File: src/hdl/fetch_macros.svh
`ifndef FETCH_MACROS_SVH
`define FETCH_MACROS_SVH

// address and data path widths
`define XLEN 32         // byte address width
`define MEM_TAG_W 4     // memory reply tag, zero means no tag

// memory block geometry
`define BLOCK_OFF_W 3   // 8 bytes per memory block

// instruction cache geometry
`define ICACHE_LINES 32 // one block per line
`define ICACHE_IDX_W 5  // log2 of ICACHE_LINES

// shown on the fetch output whenever no instruction is valid
// addi x0, x0, 0
`define NOP_INST 32'h00000013

`endif

File: src/hdl/fetch_pkg.sv
`include "fetch_macros.svh"

package fetch_pkg;

	////////////////////////////////////////////////////////////////////////////
	// memory bus types
	////////////////////////////////////////////////////////////////////////////

	// command codes of the tagged memory bus
	typedef enum logic [1:0] {
		bus_none  = 2'h0, // idle
		bus_load  = 2'h1, // read one block
		bus_store = 2'h2  // reserved
	} bus_cmd_t;

	typedef logic [`MEM_TAG_W-1:0] mem_tag_t; // 0 = refused / no reply

	// one 64 bit memory word
	// load port reads it whole, icache picks one of the two instructions
	typedef union packed {
		logic [63:0]      dword; // double word view
		logic [1:0][31:0] inst;  // inst[0] sits at the lower address
	} mem_block_t;

endpackage

File: src/hdl/data_load_port.sv
`timescale 1ns/1ps
`include "fetch_macros.svh"

// one uncached double word load at a time
module data_load_port import fetch_pkg::*; (
	input                    clock,
	input                    reset,
	input                    load_req,    // pulse, ignored while busy
	input  [`XLEN-1:0]       load_addr,
	input  mem_tag_t         dp_response, // grant tag, via the arbiter
	input  mem_block_t       mem_data,
	input  mem_tag_t         mem_tag,

	output bus_cmd_t         dp_command,
	output logic [`XLEN-1:0] dp_addr,
	output logic             load_busy,
	output logic [63:0]      load_data,
	output logic             load_done
);

	logic             busy;    // request latched
	logic             granted; // memory took it, waiting on the reply
	logic             done;
	mem_tag_t         tag_q;
	logic [`XLEN-1:0] addr_q;
	logic [63:0]      data_q;
	logic             grant;
	logic             reply;

	// request stays up every cycle until memory hands back a tag
	assign dp_command = (busy && !granted) ? bus_load : bus_none;
	assign dp_addr    = {addr_q[`XLEN-1:`BLOCK_OFF_W], {`BLOCK_OFF_W{1'b0}}};

	assign grant = (dp_command == bus_load) && (dp_response != '0);
	assign reply = granted && (mem_tag == tag_q);

	always_ff @(posedge clock) begin
		if (reset) begin
			busy    <= 1'b0;
			granted <= 1'b0;
			done    <= 1'b0;
		end else begin
			done <= reply;               // one cycle pulse
			if (reply) begin
				busy    <= 1'b0;         // drops with the done pulse
				granted <= 1'b0;
			end else if (grant) begin
				granted <= 1'b1;
			end else if (load_req && !busy) begin
				busy <= 1'b1;
			end
		end
	end

	always_ff @(posedge clock) begin
		if (load_req && !busy)
			addr_q <= load_addr;
		if (grant)
			tag_q <= dp_response;
		if (reply)
			data_q <= mem_data.dword; // whole block as one double word
	end

	assign load_busy = busy;
	assign load_done = done;
	assign load_data = data_q;

endmodule

File: src/hdl/fetch_stage.sv
`timescale 1ns/1ps
`include "fetch_macros.svh"

module fetch_stage import fetch_pkg::*; (
	input                    clock,
	input                    reset,
	input                    hold,        // back end stall, freezes the outputs
	input                    redirect,    // load redirect_pc at the next edge
	input  [`XLEN-1:0]       redirect_pc,
	input  [31:0]            icache_inst,
	input                    icache_hit,

	output logic [`XLEN-1:0] fetch_pc,    // to icache
	output logic [`XLEN-1:0] inst_pc,
	output logic [31:0]      inst,
	output logic             inst_valid
);

	logic [`XLEN-1:0] pc;

	// copy of what was shown last cycle, replayed while hold is up
	logic [`XLEN-1:0] held_pc;
	logic [31:0]      held_inst;
	logic             held_valid;

	logic [31:0]      live_inst;

	assign fetch_pc  = pc;
	assign live_inst = icache_hit ? icache_inst : `NOP_INST; // nop on a miss

	////////////////////////////////////////////////////////////////////////////
	// program counter
	////////////////////////////////////////////////////////////////////////////

	always_ff @(posedge clock) begin
		if (reset)
			pc <= '0;
		else if (redirect)
			pc <= redirect_pc;      // wins over the step
		else if (icache_hit && !hold)
			pc <= pc + `XLEN'd4;    // next word
	end

	////////////////////////////////////////////////////////////////////////////
	// outputs
	////////////////////////////////////////////////////////////////////////////

	// a fill or a redirect during hold must not show through
	assign inst_pc    = hold ? held_pc    : pc;
	assign inst       = hold ? held_inst  : live_inst;
	assign inst_valid = hold ? held_valid : icache_hit;

	always_ff @(posedge clock) begin
		if (reset) begin
			held_pc    <= '0;
			held_inst  <= `NOP_INST;
			held_valid <= 1'b0;
		end else begin
			held_pc    <= inst_pc;    // self loop while hold stays high
			held_inst  <= inst;
			held_valid <= inst_valid;
		end
	end

endmodule

File: src/hdl/frontend_top.sv
`timescale 1ns/1ps
`include "fetch_macros.svh"

module frontend_top import fetch_pkg::*; (
	input                    clock,
	input                    reset,
	input                    hold,
	input                    redirect,
	input  [`XLEN-1:0]       redirect_pc,
	input                    load_req,
	input  [`XLEN-1:0]       load_addr,
	input  mem_tag_t         mem_response, // grant tag
	input  mem_block_t       mem_data,
	input  mem_tag_t         mem_tag,      // reply tag

	output bus_cmd_t         mem_command,
	output logic [`XLEN-1:0] mem_addr,
	output logic [`XLEN-1:0] inst_pc,
	output logic [31:0]      inst,
	output logic             inst_valid,
	output logic             load_busy,
	output logic [63:0]      load_data,
	output logic             load_done
);

	// fetch <-> icache
	logic [`XLEN-1:0] fetch_pc;
	logic [31:0]      icache_inst;
	logic             icache_hit;

	// peers <-> arbiter
	bus_cmd_t         ic_command, dp_command;
	logic [`XLEN-1:0] ic_addr, dp_addr;
	mem_tag_t         ic_response, dp_response;

	////////////////////////////////////////////////////////////////////////////
	// fetch path
	////////////////////////////////////////////////////////////////////////////

	fetch_stage fetch_stage_0 (
		.clock(clock), .reset(reset),
		.hold(hold), .redirect(redirect), .redirect_pc(redirect_pc),
		.icache_inst(icache_inst), .icache_hit(icache_hit),
		.fetch_pc(fetch_pc),
		.inst_pc(inst_pc), .inst(inst), .inst_valid(inst_valid)
	);

	icache icache_0 (
		.clock(clock), .reset(reset), .fetch_pc(fetch_pc),
		.ic_response(ic_response), .mem_data(mem_data), .mem_tag(mem_tag),
		.icache_inst(icache_inst), .icache_hit(icache_hit),
		.ic_command(ic_command), .ic_addr(ic_addr)
	);

	////////////////////////////////////////////////////////////////////////////
	// data loads and bus sharing
	////////////////////////////////////////////////////////////////////////////

	data_load_port data_load_port_0 (
		.clock(clock), .reset(reset),
		.load_req(load_req), .load_addr(load_addr),
		.dp_response(dp_response), .mem_data(mem_data), .mem_tag(mem_tag),
		.dp_command(dp_command), .dp_addr(dp_addr),
		.load_busy(load_busy), .load_data(load_data), .load_done(load_done)
	);

	mem_arbiter mem_arbiter_0 (
		.ic_command(ic_command), .ic_addr(ic_addr),
		.dp_command(dp_command), .dp_addr(dp_addr), // data port first
		.mem_response(mem_response),
		.mem_command(mem_command), .mem_addr(mem_addr),
		.ic_response(ic_response), .dp_response(dp_response)
	);

endmodule

File: src/hdl/icache.sv
`timescale 1ns/1ps
`include "fetch_macros.svh"

module icache import fetch_pkg::*; (
	input                    clock,
	input                    reset,
	input  [`XLEN-1:0]       fetch_pc,    // from fetch stage
	input  mem_tag_t         ic_response, // grant tag, via the arbiter
	input  mem_block_t       mem_data,
	input  mem_tag_t         mem_tag,     // reply tag

	output logic [31:0]      icache_inst,
	output logic             icache_hit,
	output bus_cmd_t         ic_command,
	output logic [`XLEN-1:0] ic_addr
);

	localparam int BLK_W = `XLEN - `BLOCK_OFF_W;   // block address bits
	localparam int TAG_W = BLK_W - `ICACHE_IDX_W; // tag bits per line

	////////////////////////////////////////////////////////////////////////////
	// storage
	////////////////////////////////////////////////////////////////////////////

	logic [TAG_W-1:0]         line_tag  [`ICACHE_LINES];
	mem_block_t               line_data [`ICACHE_LINES];
	logic [`ICACHE_LINES-1:0] line_valid;

	// lookup fields of fetch_pc
	logic [BLK_W-1:0]         pc_block;
	logic [`ICACHE_IDX_W-1:0] pc_idx;
	logic [TAG_W-1:0]         pc_tag;
	mem_block_t               rd_block;

	// outstanding miss
	logic             wait_pend;  // granted, reply not yet seen
	mem_tag_t         wait_tag;   // tag memory gave us
	logic [BLK_W-1:0] wait_block; // block being fetched
	logic             same_wait;  // fetch_pc still on that block
	logic             grant;
	logic             fill;

	assign pc_block = fetch_pc[`XLEN-1:`BLOCK_OFF_W];
	assign pc_idx   = pc_block[`ICACHE_IDX_W-1:0];
	assign pc_tag   = pc_block[BLK_W-1:`ICACHE_IDX_W];

	////////////////////////////////////////////////////////////////////////////
	// hit path, combinational
	////////////////////////////////////////////////////////////////////////////

	assign rd_block    = line_data[pc_idx];
	assign icache_hit  = line_valid[pc_idx] && (line_tag[pc_idx] == pc_tag);
	assign icache_inst = rd_block.inst[fetch_pc[`BLOCK_OFF_W-1]]; // pc bit 2 picks the half

	////////////////////////////////////////////////////////////////////////////
	// miss path
	////////////////////////////////////////////////////////////////////////////

	assign same_wait = wait_pend && (wait_block == pc_block);

	// keep asking until granted, unless this block is already on its way
	// bus stays quiet while reset is held
	assign ic_command = (!reset && !icache_hit && !same_wait) ? bus_load : bus_none;
	assign ic_addr    = {pc_block, {`BLOCK_OFF_W{1'b0}}};

	assign grant = (ic_command == bus_load) && (ic_response != '0);
	assign fill  = wait_pend && (mem_tag == wait_tag);

	always_ff @(posedge clock) begin
		if (reset) begin
			line_valid <= '0;
			wait_pend  <= 1'b0;
		end else begin
			if (fill)
				line_valid[wait_block[`ICACHE_IDX_W-1:0]] <= 1'b1;
			if (grant)
				wait_pend <= 1'b1;  // new miss, may replace an abandoned one
			else if (fill || (wait_pend && !same_wait))
				wait_pend <= 1'b0;  // done, or pc moved away (redirect)
		end
	end

	// line contents and miss bookkeeping
	always_ff @(posedge clock) begin
		if (fill) begin
			line_tag[wait_block[`ICACHE_IDX_W-1:0]]  <= wait_block[BLK_W-1:`ICACHE_IDX_W];
			line_data[wait_block[`ICACHE_IDX_W-1:0]] <= mem_data;
		end
		if (grant) begin
			wait_tag   <= ic_response;
			wait_block <= pc_block;
		end
	end

endmodule

File: src/hdl/mem_arbiter.sv
`timescale 1ns/1ps
`include "fetch_macros.svh"

// fixed priority, data port ahead of the icache
module mem_arbiter import fetch_pkg::*; (
	input  bus_cmd_t         ic_command,   // icache request
	input  [`XLEN-1:0]       ic_addr,
	input  bus_cmd_t         dp_command,   // data load port request
	input  [`XLEN-1:0]       dp_addr,
	input  mem_tag_t         mem_response, // grant tag from memory

	output bus_cmd_t         mem_command,
	output logic [`XLEN-1:0] mem_addr,
	output mem_tag_t         ic_response,  // zero while the data port owns the bus
	output mem_tag_t         dp_response
);

	logic dp_grant; // data port owns the bus this cycle

	assign dp_grant = (dp_command == bus_load);

	always_comb begin
		if (dp_grant) begin
			mem_command = dp_command;
			mem_addr    = dp_addr;
			dp_response = mem_response;
			ic_response = '0;           // icache sees a refusal, retries next cycle
		end else begin
			mem_command = ic_command;   // may well be bus_none
			mem_addr    = ic_addr;
			dp_response = '0;
			ic_response = mem_response;
		end
	end

endmodule

File: config.mk
export PLATFORM = sky130hd
export DESIGN_NAME = frontend_top
export DESIGN_NICKNAME = d
export VERILOG_FILES = /design/src/hdl/fetch_pkg.sv /design/src/hdl/data_load_port.sv /design/src/hdl/fetch_stage.sv /design/src/hdl/frontend_top.sv /design/src/hdl/icache.sv /design/src/hdl/mem_arbiter.sv
export VERILOG_INCLUDE_DIRS = /design/src /design/src/hdl
export SDC_FILE = /design/constraint.sdc
export NUM_CORES = 2
export LEC_CHECK = 0
export ABC_AREA = 0
export BUFFER_PORTS_ARGS = -buffer_cell sky130_fd_sc_hd__buf_4
export CORE_MARGIN = 1.5
export CORE_UTILIZATION = 56
export DETAILED_ROUTE_END_ITERATION = 16
export PLACE_DENSITY = 0.74
export SLEW_MARGIN = 20
export SYNTH_ARGS = -nofsm -noshare
export SYNTH_HDL_FRONTEND = slang
export SYNTH_SLANG_ARGS = --single-unit
File: constraint.sdc
create_clock -name clock -period 7.5 [get_ports clock]
set_clock_uncertainty 0.05 [all_clocks]
set_input_delay 0.75 -clock clock [delete_from_list [all_inputs] [get_ports clock]]
set_output_delay 0.75 -clock clock [all_outputs]
set_load 0.01 [all_outputs]
# == Yosys cells after proc, flatten, opt, wreduce, memory -nomap -nowiden ==
# Memory sizes are Yosys's and may differ from the RTL's. A register that Yosys moved wholly into a read port is not among the register bits.
# Index checks and enable logic that the tools add are counted.
# op_classes
eq_ne,6
n_reduce_logical,26
muxes,26
magnitude_cmp,4
bitwise,2
n_addsub,1
# op_table
op,count
$mux W32,8
$add A32 B3 Y32 const B,1
$or A32 B32 Y32,1
$eq A29 B29 Y1,1
$eq A24 B24 Y1,1
$mux W5,4
$logic_and A1 B1 Y1,13
$lt A5 B6 Y1 const B,2
$mux W1,10
$eq A4 B4 Y1,2
$mux W4,2
$reduce_bool A4 Y1,2
$logic_not A1 Y1,6
$bmux W1 S5,1
$demux W1 S5,1
$ge A5 B1 Y1 const B,1
$eq A2 B1 Y1 const B,2
$reduce_bool A2 Y1,2
$lt A1 B2 Y1 const B,1
$reduce_and A2 Y1,1
$reduce_or A2 Y1,1
$logic_or A1 B1 Y1,1
$not A1 Y1,1
# totals
reg_bits,266
ram_bits,2816
n_memories,2
output_inout_bits,165
# memory_table
memory,words,word_bits,rd,rd_ports_with_merged_regs,wr,line_no,rtl
icache_0.line_data,32,64,1,1,1,icache.sv:26,mem_block_t line_data [`ICACHE_LINES];
icache_0.line_tag,32,24,1,1,1,icache.sv:25,logic [TAG_W-1:0] line_tag [`ICACHE_LINES];

# == Longest topological paths before layout ==
# depth
ltp_word,10
mapped_depth,19
ltp_nobuf,10

# == Modules after synthesis ==
# From an unflattened synthesis, not the netlist that was laid out.
# unflattened
hier_cells,5202
hier_area_um2,118411.1
# by_module_without_submodules
mod,instances,cells_per_inst,area_each_um2
icache,1,4574,110367.1
fetch_stage,1,460,4290.4
data_load_port,1,120,3128.0
mem_arbiter,1,48,625.6

# == Worst setup path after synthesis ==
# OpenSTA, ideal clock, no wires.
# synth_path
path_kind,input to register
start,input mem_tag[2]
end,"register data_load_port_0.data_q[0], in the netlist data_load_port_0.load_data[0], enable pin"
stages,2
arrival_ps,7281
n_path_buf,0
required_time_ps,6798
slack_ps,-483
cell_sequence,xor2_1 > nor4_1
# synth_between
elab_chain_len,2
# synth_lines
item,line_no,rtl
from (decl),frontend_top.sv:14,"input mem_tag_t mem_tag,"
$eq A4 B4 Y1,data_load_port.sv:35,assign reply = granted && (mem_tag == tag_q);
$logic_and A1 B1 Y1,data_load_port.sv:35,
net data_load_port_0.reply,data_load_port.sv:28,logic reply;
to (signal assigned),data_load_port.sv:61,data_q <= mem_data.dword;
to (decl),data_load_port.sv:26,logic [63:0] data_q;
# The timed path passes the listed nets, and every way through them passes these cells.
# A chain may end at the register's enable or synchronous reset.

==> impl_results.md <==
- Overall Power: 36.6 mW
- Clock slew seen by the registers of the worst setup and hold paths: 0.06 ns
- Count of routing violations after the opening detailed-route iteration: approximately 9400
- Count of nets after finishing: 6023
- Run status: finished, final reports clean
- Part of the power in combinational logic: around 6.0%
- Sequential Power Share: a little over half
- Post-route cell area: about 130000 µm²
- Synthesized area per cell: about 22 µm²
- Net switching power: a little under 8 mW
- Number of buffers added on ports: slightly below 300
- Clock tree from TritonCTS: built
- Number of buffers added to fix hold violations after cts: 30
- Total Wirelength: between 300000 and 400000 µm
- Clock sink total: approximately 3100
- Crit path capture type: primary output
- Period utilisation layout: 94.5%
- Area of the mapped netlist: roughly 120000 µm²
- Max_slew headroom: 20.0%
- Number of detailed-routing iterations run before antenna repair: 6
- Total power density per cell area: between 200 and 300 nW/µm²
- Post-CTS repair timing setup buffer count: 0
- Global placement routability congestion: around 0.88
- Number of buffer and inverter stages on the critical path: 3
- Setup slack at placement: 1.43 ns
- Overall via count from detail_route: around 60000
- Die outline area: 214000 µm²
- Wire length per cell after detailed routing: roughly 36 µm
- Critical path class: register to primary output
- Number of nets with antenna violations after detailed routing: 0
- Most used cell along the critical path: sky130_fd_sc_hd__buf_4
- Number of filler instances in the final layout: about 13000
- Global routing usage summed across all routing layers: 30.0%
- Leading post-synthesis cells by instance count: sky130_fd_sc_hd__edfxtp_1 (2946), sky130_fd_sc_hd__mux4_2 (797), sky130_fd_sc_hd__nand2_1 (244)
- Post-Syn Instances: 5379
- Vias in the first global route: between 60000 and 70000
- Number of I/O pins: 306
- Core ar.: 210000 µm²
- Maximum number of pins on one net before global-route repair: between 100 and 150
- Die extent in y: 462 µm
- Grt ovf: 0
- Synth-to-Final Area Change: 14.0%
- Instance area at placement: approximately 120000 µm²
- Initial cell density of the core: around 56%
- Maximum level of the CTS H-tree: 5
- IR Drop Worst-Case VDD: roughly 280 µV
- Max-slew violations: 0
- Count of flip-flops with a built-in enable after synthesis: approximately 2900
- Top delay family on crit path: simple AND/OR/NAND/NOR gates
- Number of buffers created by CTS: 317
- Worst path slowest cell: sky130_fd_sc_hd__dfxtp_4
- Fin Hold WS: between 0.04 and 0.05 ns
- Highest achievable clock rate: around 140 MHz
- Transition time at the pin with the least slew margin: between 1 and 1.5 ns
- Post-cts repair resize count: 0
- Share of Yosys cell area claimed by the top area cell type: about three quarters
- Post-layout minimum cycle time: about 7.1 ns
- Fraction of power consumed by the clock network: approximately 42%
- CTS root buf: sky130_fd_sc_hd__clkbuf_16
- Critical Path Start Type: register
- Hold Path Class: primary input to register
- Number of rows in the core area: around 170
- Buffer depth of the longest clock path: 4
- Final WS setup: roughly 0.41 ns
- Global-route wire length before repair: between 400000 and 500000 µm
- Asr flop ratio synth: 0%
- Internal power summed over all cells: 28.7 mW
- CP Max Fanout: 39
- Post-synthesis cell type with the largest combined area: sky130_fd_sc_hd__edfxtp_1
- Fraction of power spent switching nets: 21.5%
- Fraction of final layout cells with drive strength greater than 1: between 20% and 30%
- Number of synthesized register bits: 3084
- Ordered cell list for the critical path: buf_4 -> mux4_2 -> o22ai_1 -> a31oi_1 -> o21ai_0 -> xnor2_1 -> or4b_1 -> or4_4 -> or2_4 -> buf_4 -> o31ai_1 -> buf_4
- Horizontal die dimension: between 400 and 500 µm
- Static leakage: roughly 42 nW
- Critical path arrival: approximately 6.3 ns
- Maximum single-stage delay on the critical path: between 0.9 and 1 ns
- Synth top area cells: sky130_fd_sc_hd__edfxtp_1 (75%), sky130_fd_sc_hd__mux4_2 (15%), sky130_fd_sc_hd__dfxtp_1 (2.3%)
- Remaining routing DRC violations: 0
- Detailed-route vias per instance: 6.76
- Final number of setup-violating endpoints: 0
- Number of synthesis warnings: 0
- Leading cell type by number of instances after synthesis: sky130_fd_sc_hd__edfxtp_1
- Count of max-cap constraint violations: 0
- Placed wire-length estimate after detailed placement: 167000 µm
- Top FF cell, synth: sky130_fd_sc_hd__edfxtp_1
- Number of antenna violations at the first check in global routing: 13
- Required time at the worst-slack endpoint: roughly 6.7 ns
- RSZ-0062 raised after global routing: no
- Number of distinct library cell variants in the gate-level netlist after synthesis: 73
- Number of hold-slack violations in the final timing report: 0
- Sum Neg Setup Slack: 0 ns
- Insertion delay of the later-clocked pin in the worst-skew pair: about 0.94 ns
- Sequential element share of the synthesized area: slightly below 80%
[tightest hold or removal path: stages]
cell,delay [ns]
sky130_fd_sc_hd__buf_4,0.11
sky130_fd_sc_hd__nor2_1,0.08
sky130_fd_sc_hd__a211oi_1,0.05
[flip-flops by register name, summed over array words and instances (netlist names), named ones only]
name / count
data_load_port_0.addr_q: 29
data_load_port_0.granted: 1
data_load_port_0.load_busy: 1
data_load_port_0.load_data: 64
data_load_port_0.load_done: 1
data_load_port_0.tag_q: 4
fetch_stage_0.fetch_pc: 32
fetch_stage_0.held_inst: 32
fetch_stage_0.held_pc: 32
fetch_stage_0.held_valid: 1
icache_0.line_data: 2048
icache_0.line_tag: 768
icache_0.line_valid: 32
icache_0.wait_block: 29
icache_0.wait_pend: 1
icache_0.wait_tag: 4
[cell families after synthesis]
family / synth area share (%)
AO/OA/AOI/OAI: 1.66
XOR/XNOR: 0.556
adder cells (fa/ha/maj): 0.0106
buffers and inverters: 1.23
flip-flops: 77.2
multiplexers: 16.8
other: 0.00317
AND/OR/NAND/NOR: 2.52
[final cells by class]
cell class | instances | area (µm²) | share of cell area (%)
flip-flops and latches | 3084 | 91200 | 67.8
diodes | 12 | 30.0 | 0.0223
clock buffers | 406 | 8500 | 6.31
inverters | 22 | 96.3 | 0.0715
multi-input cells | 1966 | 25800 | 19.1
repair buffers | 490 | 4140 | 3.07
well taps | 2805 | 3510 | 2.61
clock inverters | 148 | 1360 | 1.01
[metal layers]
layer	global-route usage, %	share of wire [%]
met1	40.7	35
met2	46.8	47
met3	6.66	12
met4	14.5	5.5
met5	0	0.024
[layout by cell type (no fill, tap or decap), types with 12 or more instances in the layout]
cell                            synthesis  layout
sky130_fd_sc_hd__and2_1                72      72
sky130_fd_sc_hd__nor2_1               124      91
sky130_fd_sc_hd__bufinv_16              0      25
sky130_fd_sc_hd__mux4_2               797     797
sky130_fd_sc_hd__nand3_1               34      34
sky130_fd_sc_hd__nor4_1                27      26
sky130_fd_sc_hd__a211oi_1              18      18
sky130_fd_sc_hd__nand2_1              244     244
sky130_fd_sc_hd__o31ai_1               32      32
sky130_fd_sc_hd__xor2_1                34      34
sky130_fd_sc_hd__dlygate4sd3_1          0      30
sky130_fd_sc_hd__dfxtp_1              138     132
sky130_fd_sc_hd__nand4_1               16      16
sky130_fd_sc_hd__diode_2                0      12
sky130_fd_sc_hd__a21oi_1               70      70
sky130_fd_sc_hd__mux2i_1              123     123
sky130_fd_sc_hd__mux2_2                62      62
sky130_fd_sc_hd__o21a_1                19      19
sky130_fd_sc_hd__nor2_4                 0      33
sky130_fd_sc_hd__buf_4                 16     427
sky130_fd_sc_hd__o22ai_1               17      17
sky130_fd_sc_hd__o21ai_0               28      27
sky130_fd_sc_hd__a22oi_1               29      29
sky130_fd_sc_hd__clkbuf_1             163      74
sky130_fd_sc_hd__buf_12                 0      28
sky130_fd_sc_hd__xnor2_1               41      41
sky130_fd_sc_hd__clkinv_2               0      47
sky130_fd_sc_hd__edfxtp_1            2946    2946
sky130_fd_sc_hd__clkinv_1               2      63
sky130_fd_sc_hd__inv_1                 19      17
sky130_fd_sc_hd__nor3_1                13      13
sky130_fd_sc_hd__clkbuf_16              0     324
sky130_fd_sc_hd__nor2b_1               18      17
[final timing paths]
path                                        startpoint                                      end  slack, ns  cells after the start
setup reg to reg                              register         icache_0.wait_block[9]$_DFFE_PP_       1.58                     12
hold / removal                         redirect_pc[29]  fetch_stage_0.fetch_pc[29]$_SDFFE_PP0N_       0.05                      3
hold reg to reg   icache_0.line_valid[15]$_SDFFE_PP0P_     icache_0.line_valid[15]$_SDFFE_PP0P_       0.41                      1
setup / recovery                              register                                 inst[27]       0.41                     12
[through the flow]
stage          instances  util [%]
2_1_floorplan       5382         -
3_3_place_gp        8333      59.4
3_5_place_dp        8333      59.4
4_1_cts             8917      64.2
5_1_grt             8925      64.2
6_report            8933      64.3
[power by group through the flow]
stage / Sequential [mW] / Combinational [mW] / Clock, mW
global placement: 19.5 / 2.12 / 0
floorplan: 19.4 / 1.30 / 0
finish: 19.2 / 2.21 / 15.2
detailed placement: 19.6 / 2.15 / 0
global route: 19.2 / 2.30 / 16.0
CTS: 19.2 / 2.18 / 15.3
(Power assumes the default switching activity.)
